===== src/hdl/exc_pkg.sv =====
/* shared types and constants of the exception unit
   vectors follow the x86 exception table; a stage record is only
   looked at while its fault bit is high */
package exc_pkg;

    // ----------------------------------------
    // exception vectors
    // ----------------------------------------
    localparam logic [7:0] vec_de = 8'd0;
    localparam logic [7:0] vec_db = 8'd1;
    localparam logic [7:0] vec_bp = 8'd3;
    localparam logic [7:0] vec_of = 8'd4;
    localparam logic [7:0] vec_br = 8'd5;
    localparam logic [7:0] vec_ud = 8'd6;
    localparam logic [7:0] vec_nm = 8'd7;
    localparam logic [7:0] vec_df = 8'd8;
    localparam logic [7:0] vec_ts = 8'd10;
    localparam logic [7:0] vec_np = 8'd11;
    localparam logic [7:0] vec_ss = 8'd12;
    localparam logic [7:0] vec_gp = 8'd13;
    localparam logic [7:0] vec_pf = 8'd14;
    localparam logic [7:0] vec_mc = 8'd18;
    localparam logic [7:0] vec_ac = 8'd17;

    // pipeline stages, oldest has the highest index
    localparam int num_stages = 4;
    localparam int stage_dec  = 0;
    localparam int stage_rd   = 1;
    localparam int stage_exe  = 2;
    localparam int stage_wr   = 3;

    // nested deliveries allowed before shutdown
    localparam int max_nesting = 2;

    typedef enum logic [1:0] {
        benign,
        contributory,
        page_fault,
        double_fault
    } fault_class_e;

    // ----------------------------------------
    // records
    // ----------------------------------------
    typedef struct packed {
        logic        fault;
        logic [7:0]  vector;
        logic [15:0] error_code;  // translation code for pf
        logic [31:0] eip;
        logic [3:0]  consumed;
    } stage_fault_t;

    typedef struct packed {
        logic [7:0]  vector;
        logic [15:0] error_code;
        logic [31:0] fault_eip;   // corrected pointer
        logic [31:0] trap_eip;    // raw stage pointer
        logic        valid;
    } fault_rec_t;

    // one-hot while a fault is pending, halted tracks shutdown
    typedef struct packed {
        logic deliver;
        logic to_double;
        logic to_shutdown;
        logic halted;
    } esc_decision_t;

    typedef struct packed {
        logic [7:0]  vector;
        logic [15:0] error_code;
        logic        push_error;
        logic [31:0] eip;
    } exc_frame_t;

endpackage


===== src/hdl/fault_arbiter.sv =====
/* oldest-stage fault capture
   new faults are ignored while a record is pending or after shutdown;
   the stage must hold its record stable in the cycle it faults */
module fault_arbiter (
    input  logic                   clk,
    input  logic                   rst_n,
    input  exc_pkg::stage_fault_t  stage_faults [exc_pkg::num_stages],
    input  exc_pkg::esc_decision_t decision,
    output exc_pkg::fault_rec_t    pending
);

    logic                                  sel_found;
    logic [$clog2(exc_pkg::num_stages)-1:0] sel_idx;
    exc_pkg::stage_fault_t                 sel;
    logic [31:0]                           sel_fault_eip;
    logic [15:0]                           sel_error_code;

    // ----------------------------------------
    // oldest stage wins
    // ----------------------------------------
    always_comb begin
        sel_found = 1'b0;
        sel_idx   = '0;
        // write down to decode, first hit sticks
        for (int i = exc_pkg::stage_wr; i >= exc_pkg::stage_dec; i--) begin
            if (!sel_found && stage_faults[i].fault) begin
                sel_found = 1'b1;
                sel_idx   = i[$clog2(exc_pkg::num_stages)-1:0];
            end
        end
        sel = stage_faults[sel_idx];
    end

    // pointer correction per stage
    always_comb begin
        case (sel_idx)
            exc_pkg::stage_dec: begin
                // decode has consumed nothing yet
                sel_fault_eip = sel.eip;
            end
            exc_pkg::stage_rd, exc_pkg::stage_exe, exc_pkg::stage_wr: begin
                sel_fault_eip = sel.eip - {28'd0, sel.consumed};
            end
            default: begin
                sel_fault_eip = sel.eip;
            end
        endcase
    end

    // error code filtering
    always_comb begin
        if (sel.vector == exc_pkg::vec_ac) begin
            sel_error_code = 16'd0;
        end else if (sel_idx == exc_pkg::stage_dec && sel.vector != exc_pkg::vec_pf) begin
            // decode gp/ud carry no code
            sel_error_code = 16'd0;
        end else begin
            sel_error_code = sel.error_code;
        end
    end

    // ----------------------------------------
    // pending record
    // ----------------------------------------
    always_ff @(posedge clk) begin
        if (!rst_n) begin
            pending.valid <= 1'b0;
        end else if (decision.to_double) begin
            // same pointers, escalated vector
            pending.vector     <= exc_pkg::vec_df;
            pending.error_code <= 16'd0;
        end else if (decision.deliver || decision.to_shutdown) begin
            pending.valid <= 1'b0;
        end else if (!pending.valid && !decision.halted && sel_found) begin
            pending.vector     <= sel.vector;
            pending.error_code <= sel_error_code;
            pending.fault_eip  <= sel_fault_eip;
            pending.trap_eip   <= sel.eip;
            pending.valid      <= 1'b1;
        end
    end

endmodule


===== src/hdl/fault_escalator.sv =====
/* nesting state and escalation of a pending fault
   decision is combinational on the pending record; only a reset
   leaves shutdown, handler_finished clears nesting */
module fault_escalator (
    input  logic                   clk,
    input  logic                   rst_n,
    input  exc_pkg::fault_rec_t    pending,
    input  logic                   handler_finished,
    output exc_pkg::esc_decision_t decision,
    output logic                   external_bit,
    output logic                   pipe_flush,
    output logic                   shutdown
);

    logic [$clog2(exc_pkg::max_nesting + 2)-1:0] count;
    exc_pkg::fault_class_e                       last_class;
    exc_pkg::fault_class_e                       cur_class;
    logic                                        shutdown_start;
    logic                                        double_start;

    // ----------------------------------------
    // classify the pending vector
    // ----------------------------------------
    always_comb begin
        case (pending.vector)
            exc_pkg::vec_de, exc_pkg::vec_ts, exc_pkg::vec_np,
            exc_pkg::vec_ss, exc_pkg::vec_gp: cur_class = exc_pkg::contributory;
            exc_pkg::vec_pf:                  cur_class = exc_pkg::page_fault;
            exc_pkg::vec_df:                  cur_class = exc_pkg::double_fault;
            // mc, db, bp and friends
            default:                          cur_class = exc_pkg::benign;
        endcase
    end

    assign shutdown_start = (count > exc_pkg::max_nesting) ||
                            (count != '0 && last_class == exc_pkg::double_fault);

    // contributory/page fault pairs that escalate
    assign double_start = count != '0 && cur_class != exc_pkg::double_fault &&
        ((last_class == exc_pkg::contributory && cur_class == exc_pkg::contributory) ||
         (last_class == exc_pkg::page_fault   && cur_class == exc_pkg::contributory) ||
         (last_class == exc_pkg::page_fault   && cur_class == exc_pkg::page_fault));

    always_comb begin
        decision.halted      = shutdown;
        decision.to_shutdown = pending.valid && !shutdown && shutdown_start;
        decision.to_double   = pending.valid && !shutdown && !shutdown_start && double_start;
        decision.deliver     = pending.valid && !shutdown && !shutdown_start && !double_start;
    end

    // flush while pending, forever after shutdown
    assign pipe_flush = pending.valid || shutdown;

    // ----------------------------------------
    // nesting state
    // ----------------------------------------
    always_ff @(posedge clk) begin
        if (!rst_n) begin
            count        <= '0;
            last_class   <= exc_pkg::benign;
            external_bit <= 1'b0;
        end else if (handler_finished) begin
            count        <= '0;
            external_bit <= 1'b0;
        end else if (decision.deliver) begin
            count        <= count + 1'b1;
            last_class   <= cur_class;
            external_bit <= 1'b1;
        end
    end

    always_ff @(posedge clk) begin
        if (!rst_n) begin
            shutdown <= 1'b0;
        end else if (decision.to_shutdown) begin
            shutdown <= 1'b1;
        end
    end

endmodule


===== src/hdl/exc_frame_builder.sv =====
/* formats the frame handed to the delivery microcode
   exc_load is a single-cycle pulse, the microcode must take it;
   exc_frame holds its value until the next delivery */
module exc_frame_builder (
    input  logic                   clk,
    input  logic                   rst_n,
    input  exc_pkg::fault_rec_t    pending,
    input  exc_pkg::esc_decision_t decision,
    input  logic                   external_bit,
    input  logic                   real_mode,
    output logic                   exc_load,
    output exc_pkg::exc_frame_t    exc_frame
);

    logic        is_trap;
    logic        code_whole;
    logic        push_error;
    logic [31:0] frame_eip;
    logic [15:0] frame_error_code;

    // ----------------------------------------
    // frame fields
    // ----------------------------------------
    // traps report the pointer after the instruction
    assign is_trap   = pending.vector == exc_pkg::vec_bp || pending.vector == exc_pkg::vec_of;
    assign frame_eip = is_trap ? pending.trap_eip : pending.fault_eip;

    assign code_whole = pending.vector == exc_pkg::vec_pf || pending.vector == exc_pkg::vec_df;

    always_comb begin
        if (real_mode) begin
            frame_error_code = 16'd0;
        end else if (code_whole) begin
            frame_error_code = pending.error_code;
        end else begin
            // ext bit as it was before this delivery
            frame_error_code = {pending.error_code[15:1], external_bit};
        end
    end

    always_comb begin
        case (pending.vector)
            exc_pkg::vec_df, exc_pkg::vec_ts, exc_pkg::vec_np, exc_pkg::vec_ss,
            exc_pkg::vec_gp, exc_pkg::vec_pf, exc_pkg::vec_ac: push_error = !real_mode;
            default:                                           push_error = 1'b0;
        endcase
    end

    // ----------------------------------------
    // output registers
    // ----------------------------------------
    always_ff @(posedge clk) begin
        if (!rst_n) begin
            exc_load <= 1'b0;
        end else begin
            exc_load <= decision.deliver;
        end
    end

    always_ff @(posedge clk) begin
        if (decision.deliver) begin
            exc_frame.vector     <= pending.vector;
            exc_frame.error_code <= frame_error_code;
            exc_frame.push_error <= push_error;
            exc_frame.eip        <= frame_eip;
        end
    end

endmodule


===== src/hdl/exception_unit.sv =====
/* fault delivery top: arbiter, escalator, frame builder
   two edges from fault to exc_load, three through a double fault */
module exception_unit (
    input  logic                  clk,
    input  logic                  rst_n,
    input  exc_pkg::stage_fault_t stage_faults [exc_pkg::num_stages],
    input  logic                  real_mode,
    input  logic                  handler_finished,
    output logic                  exc_load,
    output exc_pkg::exc_frame_t   exc_frame,
    output logic                  pipe_flush,
    output logic                  shutdown
);

    exc_pkg::fault_rec_t    pending;
    exc_pkg::esc_decision_t decision;
    logic                   external_bit;

    // ----------------------------------------
    fault_arbiter arbiter_i (
        .clk          (clk),
        .rst_n        (rst_n),
        .stage_faults (stage_faults),
        .decision     (decision),
        .pending      (pending)
    );

    fault_escalator escalator_i (
        .clk              (clk),
        .rst_n            (rst_n),
        .pending          (pending),
        .handler_finished (handler_finished),
        .decision         (decision),
        .external_bit     (external_bit),
        .pipe_flush       (pipe_flush),
        .shutdown         (shutdown)
    );

    exc_frame_builder frame_i (
        .clk          (clk),
        .rst_n        (rst_n),
        .pending      (pending),
        .decision     (decision),
        .external_bit (external_bit),
        .real_mode    (real_mode),
        .exc_load     (exc_load),
        .exc_frame    (exc_frame)
    );

endmodule


===== config.mk =====
export PLATFORM = sky130hd
export DESIGN_NAME = exception_unit
export DESIGN_NICKNAME = d
export VERILOG_FILES = /design/src/hdl/exc_pkg.sv /design/src/hdl/fault_arbiter.sv /design/src/hdl/fault_escalator.sv /design/src/hdl/exc_frame_builder.sv /design/src/hdl/exception_unit.sv
export SDC_FILE = /design/constraint.sdc
export NUM_CORES = 1
export LEC_CHECK = 0
export BUFFER_PORTS_ARGS = -buffer_cell sky130_fd_sc_hd__buf_4
export CAP_MARGIN = 5
export CORE_MARGIN = 4
export CORE_UTILIZATION = 40
export DETAILED_ROUTE_END_ITERATION = 10
export GPL_TIMING_DRIVEN = 0
export HOLD_SLACK_MARGIN = 0.06
export PLACE_DENSITY = 0.72
export SYNTH_ARGS = -nofsm -noshare
export SYNTH_HDL_FRONTEND = slang
export SYNTH_HIERARCHICAL = 1
export SYNTH_SLANG_ARGS = --single-unit

===== constraint.sdc =====
create_clock -name clk -period 7.7 [get_ports clk]
set_clock_uncertainty 0.1 [all_clocks]
set_input_delay 1.54 -clock clk [delete_from_list [all_inputs] [get_ports clk]]
set_output_delay 1.54 -clock clk [all_outputs]
set_load 0.01 [all_outputs]

* After elaboration in Yosys (flattened, before gate mapping) *
Index checks and enable logic that the tools add are counted.
Widths: inputs -> output; s select.

storage, ports and cells
  register bits = 153
  input port bits = 248
  output and inout port bits = 60

operators by class
  add/sub/neg operators = 2
  order comparisons = 2
  equality and inequality tests = 21
  multiplexer cells = 20
  bitwise logic cells = 5
  reduce and logical (&&, ||, !) cells = 45

operator list
  kind                number
  $bmux 61 s2         1
  $mux 60             2
  $mux 89             1
  $mux 88             1
  $pmux 32 s2         1
  $eq 8x4->1 const B  6
  $mux 16             2
  $mux 32             1
  $sub 32x4->32       1
  $logic_and 1x1->1   17
  $eq 8x5->1 const B  2
  $eq 2x2->1 const B  5
  $eq 8x2->1 const B  1
  $eq 8x3->1 const B  1
  $logic_not 1->1     8
  $logic_not 8->1     1
  $mux 2              4
  $ne 8x4->1 const B  1
  $logic_or 1x1->1    7
  $reduce_or 7->1     1
  $eq 2x1->1 const B  3
  $mux 1              6
  $pmux 2 s3          1
  $reduce_bool 2->1   3
  other kinds (14)    18

* Depth between registers and ports, before layout *
  depth in word-level cells = 20
  mapped depth = 20
  mapped depth without buffers = 14

* By module *
The synthesis kept the hierarchy.

by module, submodules not included
  module             instances  cells each  area an instance (sq um)  sequential area each (sq um)
  fault_arbiter      1          607         5843.1                    2662.6
  exc_frame_builder  1          127         2466.1                    1731.7
  fault_escalator    1          54          437.9                     120.1

* Least setup slack after synthesis *
No wires, ideal clock.

  path kind = reg2reg
  start = register arbiter_i/pending[85] (netlist name)
  end = register arbiter_i/pending[10] (netlist name)
  library setup time = 0.486 ns
  arrival = 5.305 ns
  required time = 7.114 ns
  setup slack = 1.809 ns
  cell stages (with the launch flop) = 9
  path buffers = 1
  clock period less this slack = 5.891 ns
  path through = edfxtp_1 > or4_4 > or2_0 > a2111o_1 > and2_4 > nor4_1 > o211ai_2 > buf_2 > nor2_1

* Worst setup path in the final report *
  start = input stage_faults[60] (netlist name)
  end = register arbiter_i/pending[57] (netlist name)

on the way
  word-level cells in the longest chain between the ends = 16
  elaborated cells between the ends (all ways) = 24
  classes of those cells = add/sub (1); eq/ne (3); mux (11); bitwise (1); reduce/logical (8)

RTL lines
  element                                      RTL line             source
  from (decl)                                  exception_unit.sv:6  input exc_pkg::stage_fault_t stage_faults [exc_pkg::num_stages],
  $mux 1                                       fault_arbiter.sv:26  if (!sel_found && stage_faults[i].fault) begin
  $logic_not 1->1                              fault_arbiter.sv:26
  $logic_and 1x1->1                            fault_arbiter.sv:26
  $mux 1                                       fault_arbiter.sv:26
  $logic_not 1->1                              fault_arbiter.sv:26
  $logic_and 1x1->1                            fault_arbiter.sv:26
  $mux 1                                       fault_arbiter.sv:26
  $logic_not 1->1                              fault_arbiter.sv:26
  $logic_and 1x1->1                            fault_arbiter.sv:26
  $mux 2 *                                     fault_arbiter.sv:26
  $not 2->3 (implied by the code)              fault_arbiter.sv:31  sel = stage_faults[sel_idx];
  $bmux 61 s2                                  fault_arbiter.sv:31
  $mux 60 (implied by the code) (2 in series)  fault_arbiter.sv:31
  $sub 32x4->32                                fault_arbiter.sv:42  sel_fault_eip = sel.eip - {28'd0, sel.consumed};
  $pmux 32 s2 *                                fault_arbiter.sv:36  case (sel_idx)
  net arbiter_i.sel_fault_eip[24]              fault_arbiter.sv:15  logic [31:0] sel_fault_eip;

Mark *: on every way through the listed nets, which the timed path passes. The rest lies on a longest branch. The select of a mux whose other input is x is not followed.
A chain may end at the register's enable or synchronous reset.

==> results.md <==
- Of the total synthesized cell area, the portion taken by AND, OR, NAND and NOR gates is 0.160.
- For this design, the CTS-stage hold fixing added 0 buffers.
- The family with the most delay on the worst path is buffers and inverters.
- The switching share of power is 0.278.
- The arrival time at the worst endpoint is 6.86 ns.
- Walking the worst path, the cells encountered are buf_2 -> buf_2 -> buf_2 -> clkbuf_1 -> clkbuf_1 -> clkbuf_1 -> nand2_1 -> o21ai_0 -> ha_1 -> inv_1 -> fa_1 -> a21o_1 -> a21o_1 -> nor3_1 -> and3_1 -> nand2b_1 -> nor3_1 -> xor2_1.
- The die is 156 um tall.
- The relative contribution of the clock network to total power is 0.347.
- The ratio of total power to cell area is 206 nW/um2.
- The largest fanout on the critical path is 10.
- The total of cells resized after clock tree synthesis is 0.
- Dividing the detail-routed via count by the number of cells gives 5.49.
- The CTS clock-pin slew for the worst setup and hold paths is 0.06 ns.
- By area, the combinational part of the netlist is dominated by simple AND/OR/NAND/NOR gates.
- The maximum level of the CTS H-tree is 4.
- The detailed placement HPWL is 23700 um.
- The cell chosen for the clock root is clkbuf_16.
- The critical register-to-register path startpoint is arbiter_i/pending[85].
- The worst slew margin relative to its limit is 0.365.
- Setup slack on the worst reg-to-reg path comes out at 3.24 ns.
- The number of setup buffers added after CTS is 0.
- The number of clock buffers added by TritonCTS is 17.
- Of the total synthesized cell area, the portion taken by full adders, half adders and majority gates is 0.0109.
- The fraction of layout instances using a drive strength above 1 is 0.378.
- The cell depth of the worst min-delay path is 1.
- Ranked by total cell area, the synthesized netlist is headed by edfxtp_1 50%, mux2i_1 6.3%, mux2_4 5.1%, nor2_1 4.4%, a21oi_1 3.9%.
- The insertion delay of the later-clocked pin in the worst-skew pair is 0.43 ns.
- Tracing the worst setup path back leads to its startpoint at stage_faults[60].
- The total die area is 24300 um2.
- The mapped cell area is 8750 um2.
- In this run the mean area of a mapped cell was 11.1 um2.
- The share of total power dissipated in sequential elements is 0.435.
- The largest vdd supply drop is 137 uV.
- The worst setup path endpoint is arbiter_i/pending[57].
- The via count of the first global-routing pass is 7727.
- The cell taking the most area after synthesis is edfxtp_1.
- The standby leakage power is 5.10 nW.
- Adding up every negative setup slack in the final design gives 0 ns.
- The number of vias after detailed routing is 7704.
- The xor/xnor share of the synthesized area is 0.0330.
- For this configuration, the core starts out at a cell density of 0.411.
- After synthesis, the share of cell area in mux cells is 0.126.
- For this run, the number of Yosys warnings is 6.
- TritonCTS built the clock tree.
- In the final layout, the multi-input gates occupy 3950 um2.
- The total of buffers placed on input and output ports is 306.
- The detail-routed net length per standard cell is 21.8 um.
- The number of design rule violations left after detail routing is 0.
- For the pin with the worst max-slew slack, the measured transition is 0.951 ns.
- The critical path's largest stage delay is 0.59 ns.
- For this block, the routed nets add up to 30600 um of wire.
- For this run the aggregate overflow at the end of global routing stands at 0.
- The final setup violation count is 0.
- For this design the top-level I/O count stands at 308.
- In the layout the commonest cells are 312 x buf_4, 145 x edfxtp_1, 100 x nor2_1.
- At the end of routability-driven placement, the weighted congestion stood at 0.876.
- For this run, the top clock speed supported by timing is 147 MHz.
- The worst-path cell with the longest stage delay is clkbuf_1.
- At the worst endpoint, the required time is 7.77 ns.
- The placed instances occupy a cell area of 11400 um2.
- The core box area is 21300 um2.
- The initial antenna violation count came to 0.
- The ratio of final minimum period to clock period is 0.881.
- For this run, the total global-route usage over all layers was measured as 0.244.
- The most used flip-flop cell after synthesis is edfxtp_1.
- The smallest clock period supported by the final layout is computed as 6.79 ns.
- The total number of nets in the final design is 1370.
- The most frequent standard cell in the layout excluding fill and tap cells is buf_4.
- The portion of total power attributed to combinational logic is 0.219.
- The critical path crosses 18 cells after its start point.
- The startpoint-to-endpoint class of the critical path is primary input to flip-flop.
- The post-synth net total is 1043.
- The layout has 1822 filler cells.
- The iteration count of the initial detailed-routing pass is 5.
- The count of buffering cells on the critical path with inverters included is 7.
- The max-capacitance violation count is 0.
- The clock passes through at most 2 buffers.
- Entering global routing, the biggest net connects 64 pins.
- The internal power component is 1.79 mW.
- In this run the critical register-to-register path is captured at arbiter_i/pending[21].
- The die span in x is 156 um.
- The residual antenna-violating net count after detailed routing is 0.
- The number of failing hold endpoints at the final stage was 0.
- The post-synthesis sequential element count is 153.
- STA classifies the critical path endpoint as a flip-flop.
- The global-route wire length before repair is 44400 um.
- The run finished with clean final reports.
- The register area is 4510 um2.
- The number of pins with negative max-slew slack in the final report was 0.
- The share of the Yosys chip area taken by registers is 0.516.
- After floorplanning, the core was divided into 53 placement rows.
- In this run, the number of DRC markers left after iteration 0 of detailed routing was 639.
- The finished cells cover 12000 um2.
- The startpoint class of the critical path is a primary input.
- The count of cell types in the netlist is 71.
- The area share of the largest cell type after synthesis is 0.498.
- Counting every instance in the synthesized netlist gives 788.
- The count of flip-flops with a built-in enable after synthesis is 145.
- The net load switching power is 0.691 mW.
- The number of cell instances on the worst register-to-register path is 9.
- Counting every sink on the clock net gives 153.
- The layout-stage area growth over the synthesis result is 37.7%.
- Setup repair after global routing left no endpoint under its margin.
- Counting flops with an async set or reset pin after synthesis yields a share of 0.
- The type of the most critical hold path is flip-flop to flip-flop.
- The complex-gate fraction of the synthesized area is 0.120.
-- power by group through the flow --
stage	Combinational [mW]	Sequential [mW]	Clock (mW)
floorplan	0.261	1.11	0
global placement	0.521	1.10	0
detailed placement	0.539	1.10	0
CTS	0.542	1.08	0.869
global route	0.585	1.09	0.914
finish	0.543	1.08	0.861
-- per-layer routing --
| layer | vias to the layer above | GRT usage | wire length, um | share of wire |
|---|---|---|---|---|
| met5 | - | 0 | 0 | 0 |
| met4 | 0 | 0.105 | 1250 | 0.041 |
| met3 | 81 | 0.0546 | 2610 | 0.085 |
| met2 | 435 | 0.403 | 14700 | 0.48 |
| met1 | 3627 | 0.310 | 12000 | 0.39 |
| li1 | 3561 | - | - | - |
-- cells in the mapped netlist, types with 4 or more instances --
cell and n:
nand2_1 56, or2_2 5, nor4_1 7, clkbuf_1 15
or3_1 5, nand4_1 4, a21o_1 9, mux2_2 8
buf_2 15, buf_4 6, a211oi_1 8, nand3_1 5
xor2_1 16, xnor2_1 17, edfxtp_1 145, nor3_1 12
buf_6 5, nor3b_1 5, nand2b_1 14, o21a_1 4
o22ai_1 6, ha_1 6, nor2b_1 29, a21oi_1 69
nand3b_1 4, nor2_1 102, o21ai_0 40, o211ai_1 4
mux2_4 30, mux2i_1 55, o221ai_1 6, inv_1 14
nor4b_1 5, dfxtp_1 8
-- logic make-up (layout without fill, tap and decap cells) --
| family | count (synthesis) | in the layout |
|---|---|---|
| AOI/OAI and AO/OA | 170 | 170 |
| and+or+nand+nor | 273 | 273 |
| adders and majority gates | 7 | 7 |
| muxes | 94 | 94 |
| buffers and inverters | 58 | 398 |
| other | 0 | 1 |
| DFF | 153 | 153 |
| xor gates and xnor gates | 33 | 33 |
-- sequential cells by signal, summed over array words and instances (netlist names) --
signal and count:
escalator_i/shutdown 1, arbiter_i/pending 89, escalator_i/last_class 2, frame_i/exc_load 1
frame_i/exc_frame 57, escalator_i/count 2, escalator_i/external_bit 1
-- worst min path at each step --
stage / from / end / slack, ns
2_1_floorplan: escalator_i/external_bit / escalator_i/external_bit / 0.34
3_3_place_gp: escalator_i/external_bit / escalator_i/external_bit / 0.35
3_5_place_dp: escalator_i/external_bit / escalator_i/external_bit / 0.36
4_1_cts: escalator_i/external_bit / escalator_i/external_bit / 0.38
5_1_grt: arbiter_i/pending[88] / frame_i/exc_frame[56] / 0.41
6_report: escalator_i/external_bit / escalator_i/external_bit / 0.38
-- stage by stage --
| step | setup slack (ns) | std cells | hold WS, ns | power (mW) | utilization |
|---|---|---|---|---|---|
| 2_1_floorplan | 1.81 | 788 | 0.342 | 1.37 | - |
| 3_3_place_gp | 0.547 | 1369 | 0.352 | 1.62 | 0.535 |
| 3_5_place_dp | 0.520 | 1371 | 0.363 | 1.64 | 0.538 |
| 4_1_cts | 0.944 | 1403 | 0.383 | 2.49 | 0.566 |
| 5_1_grt | 0.739 | 1403 | 0.409 | 2.59 | 0.566 |
| 6_report | 0.914 | 1404 | 0.379 | 2.48 | 0.566 |
-- layout make-up --
type	instances	area share
sequential	153	0.375
clock inverter	15	0.0144
multi-input combinational	577	0.328
clock buffer	17	0.0353
timing repair buffer	308	0.195
tap	275	0.0286
antenna	1	0.000208
buffer	43	0.0199
inverter	15	0.00467
Power figures use the tool's default switching activity.
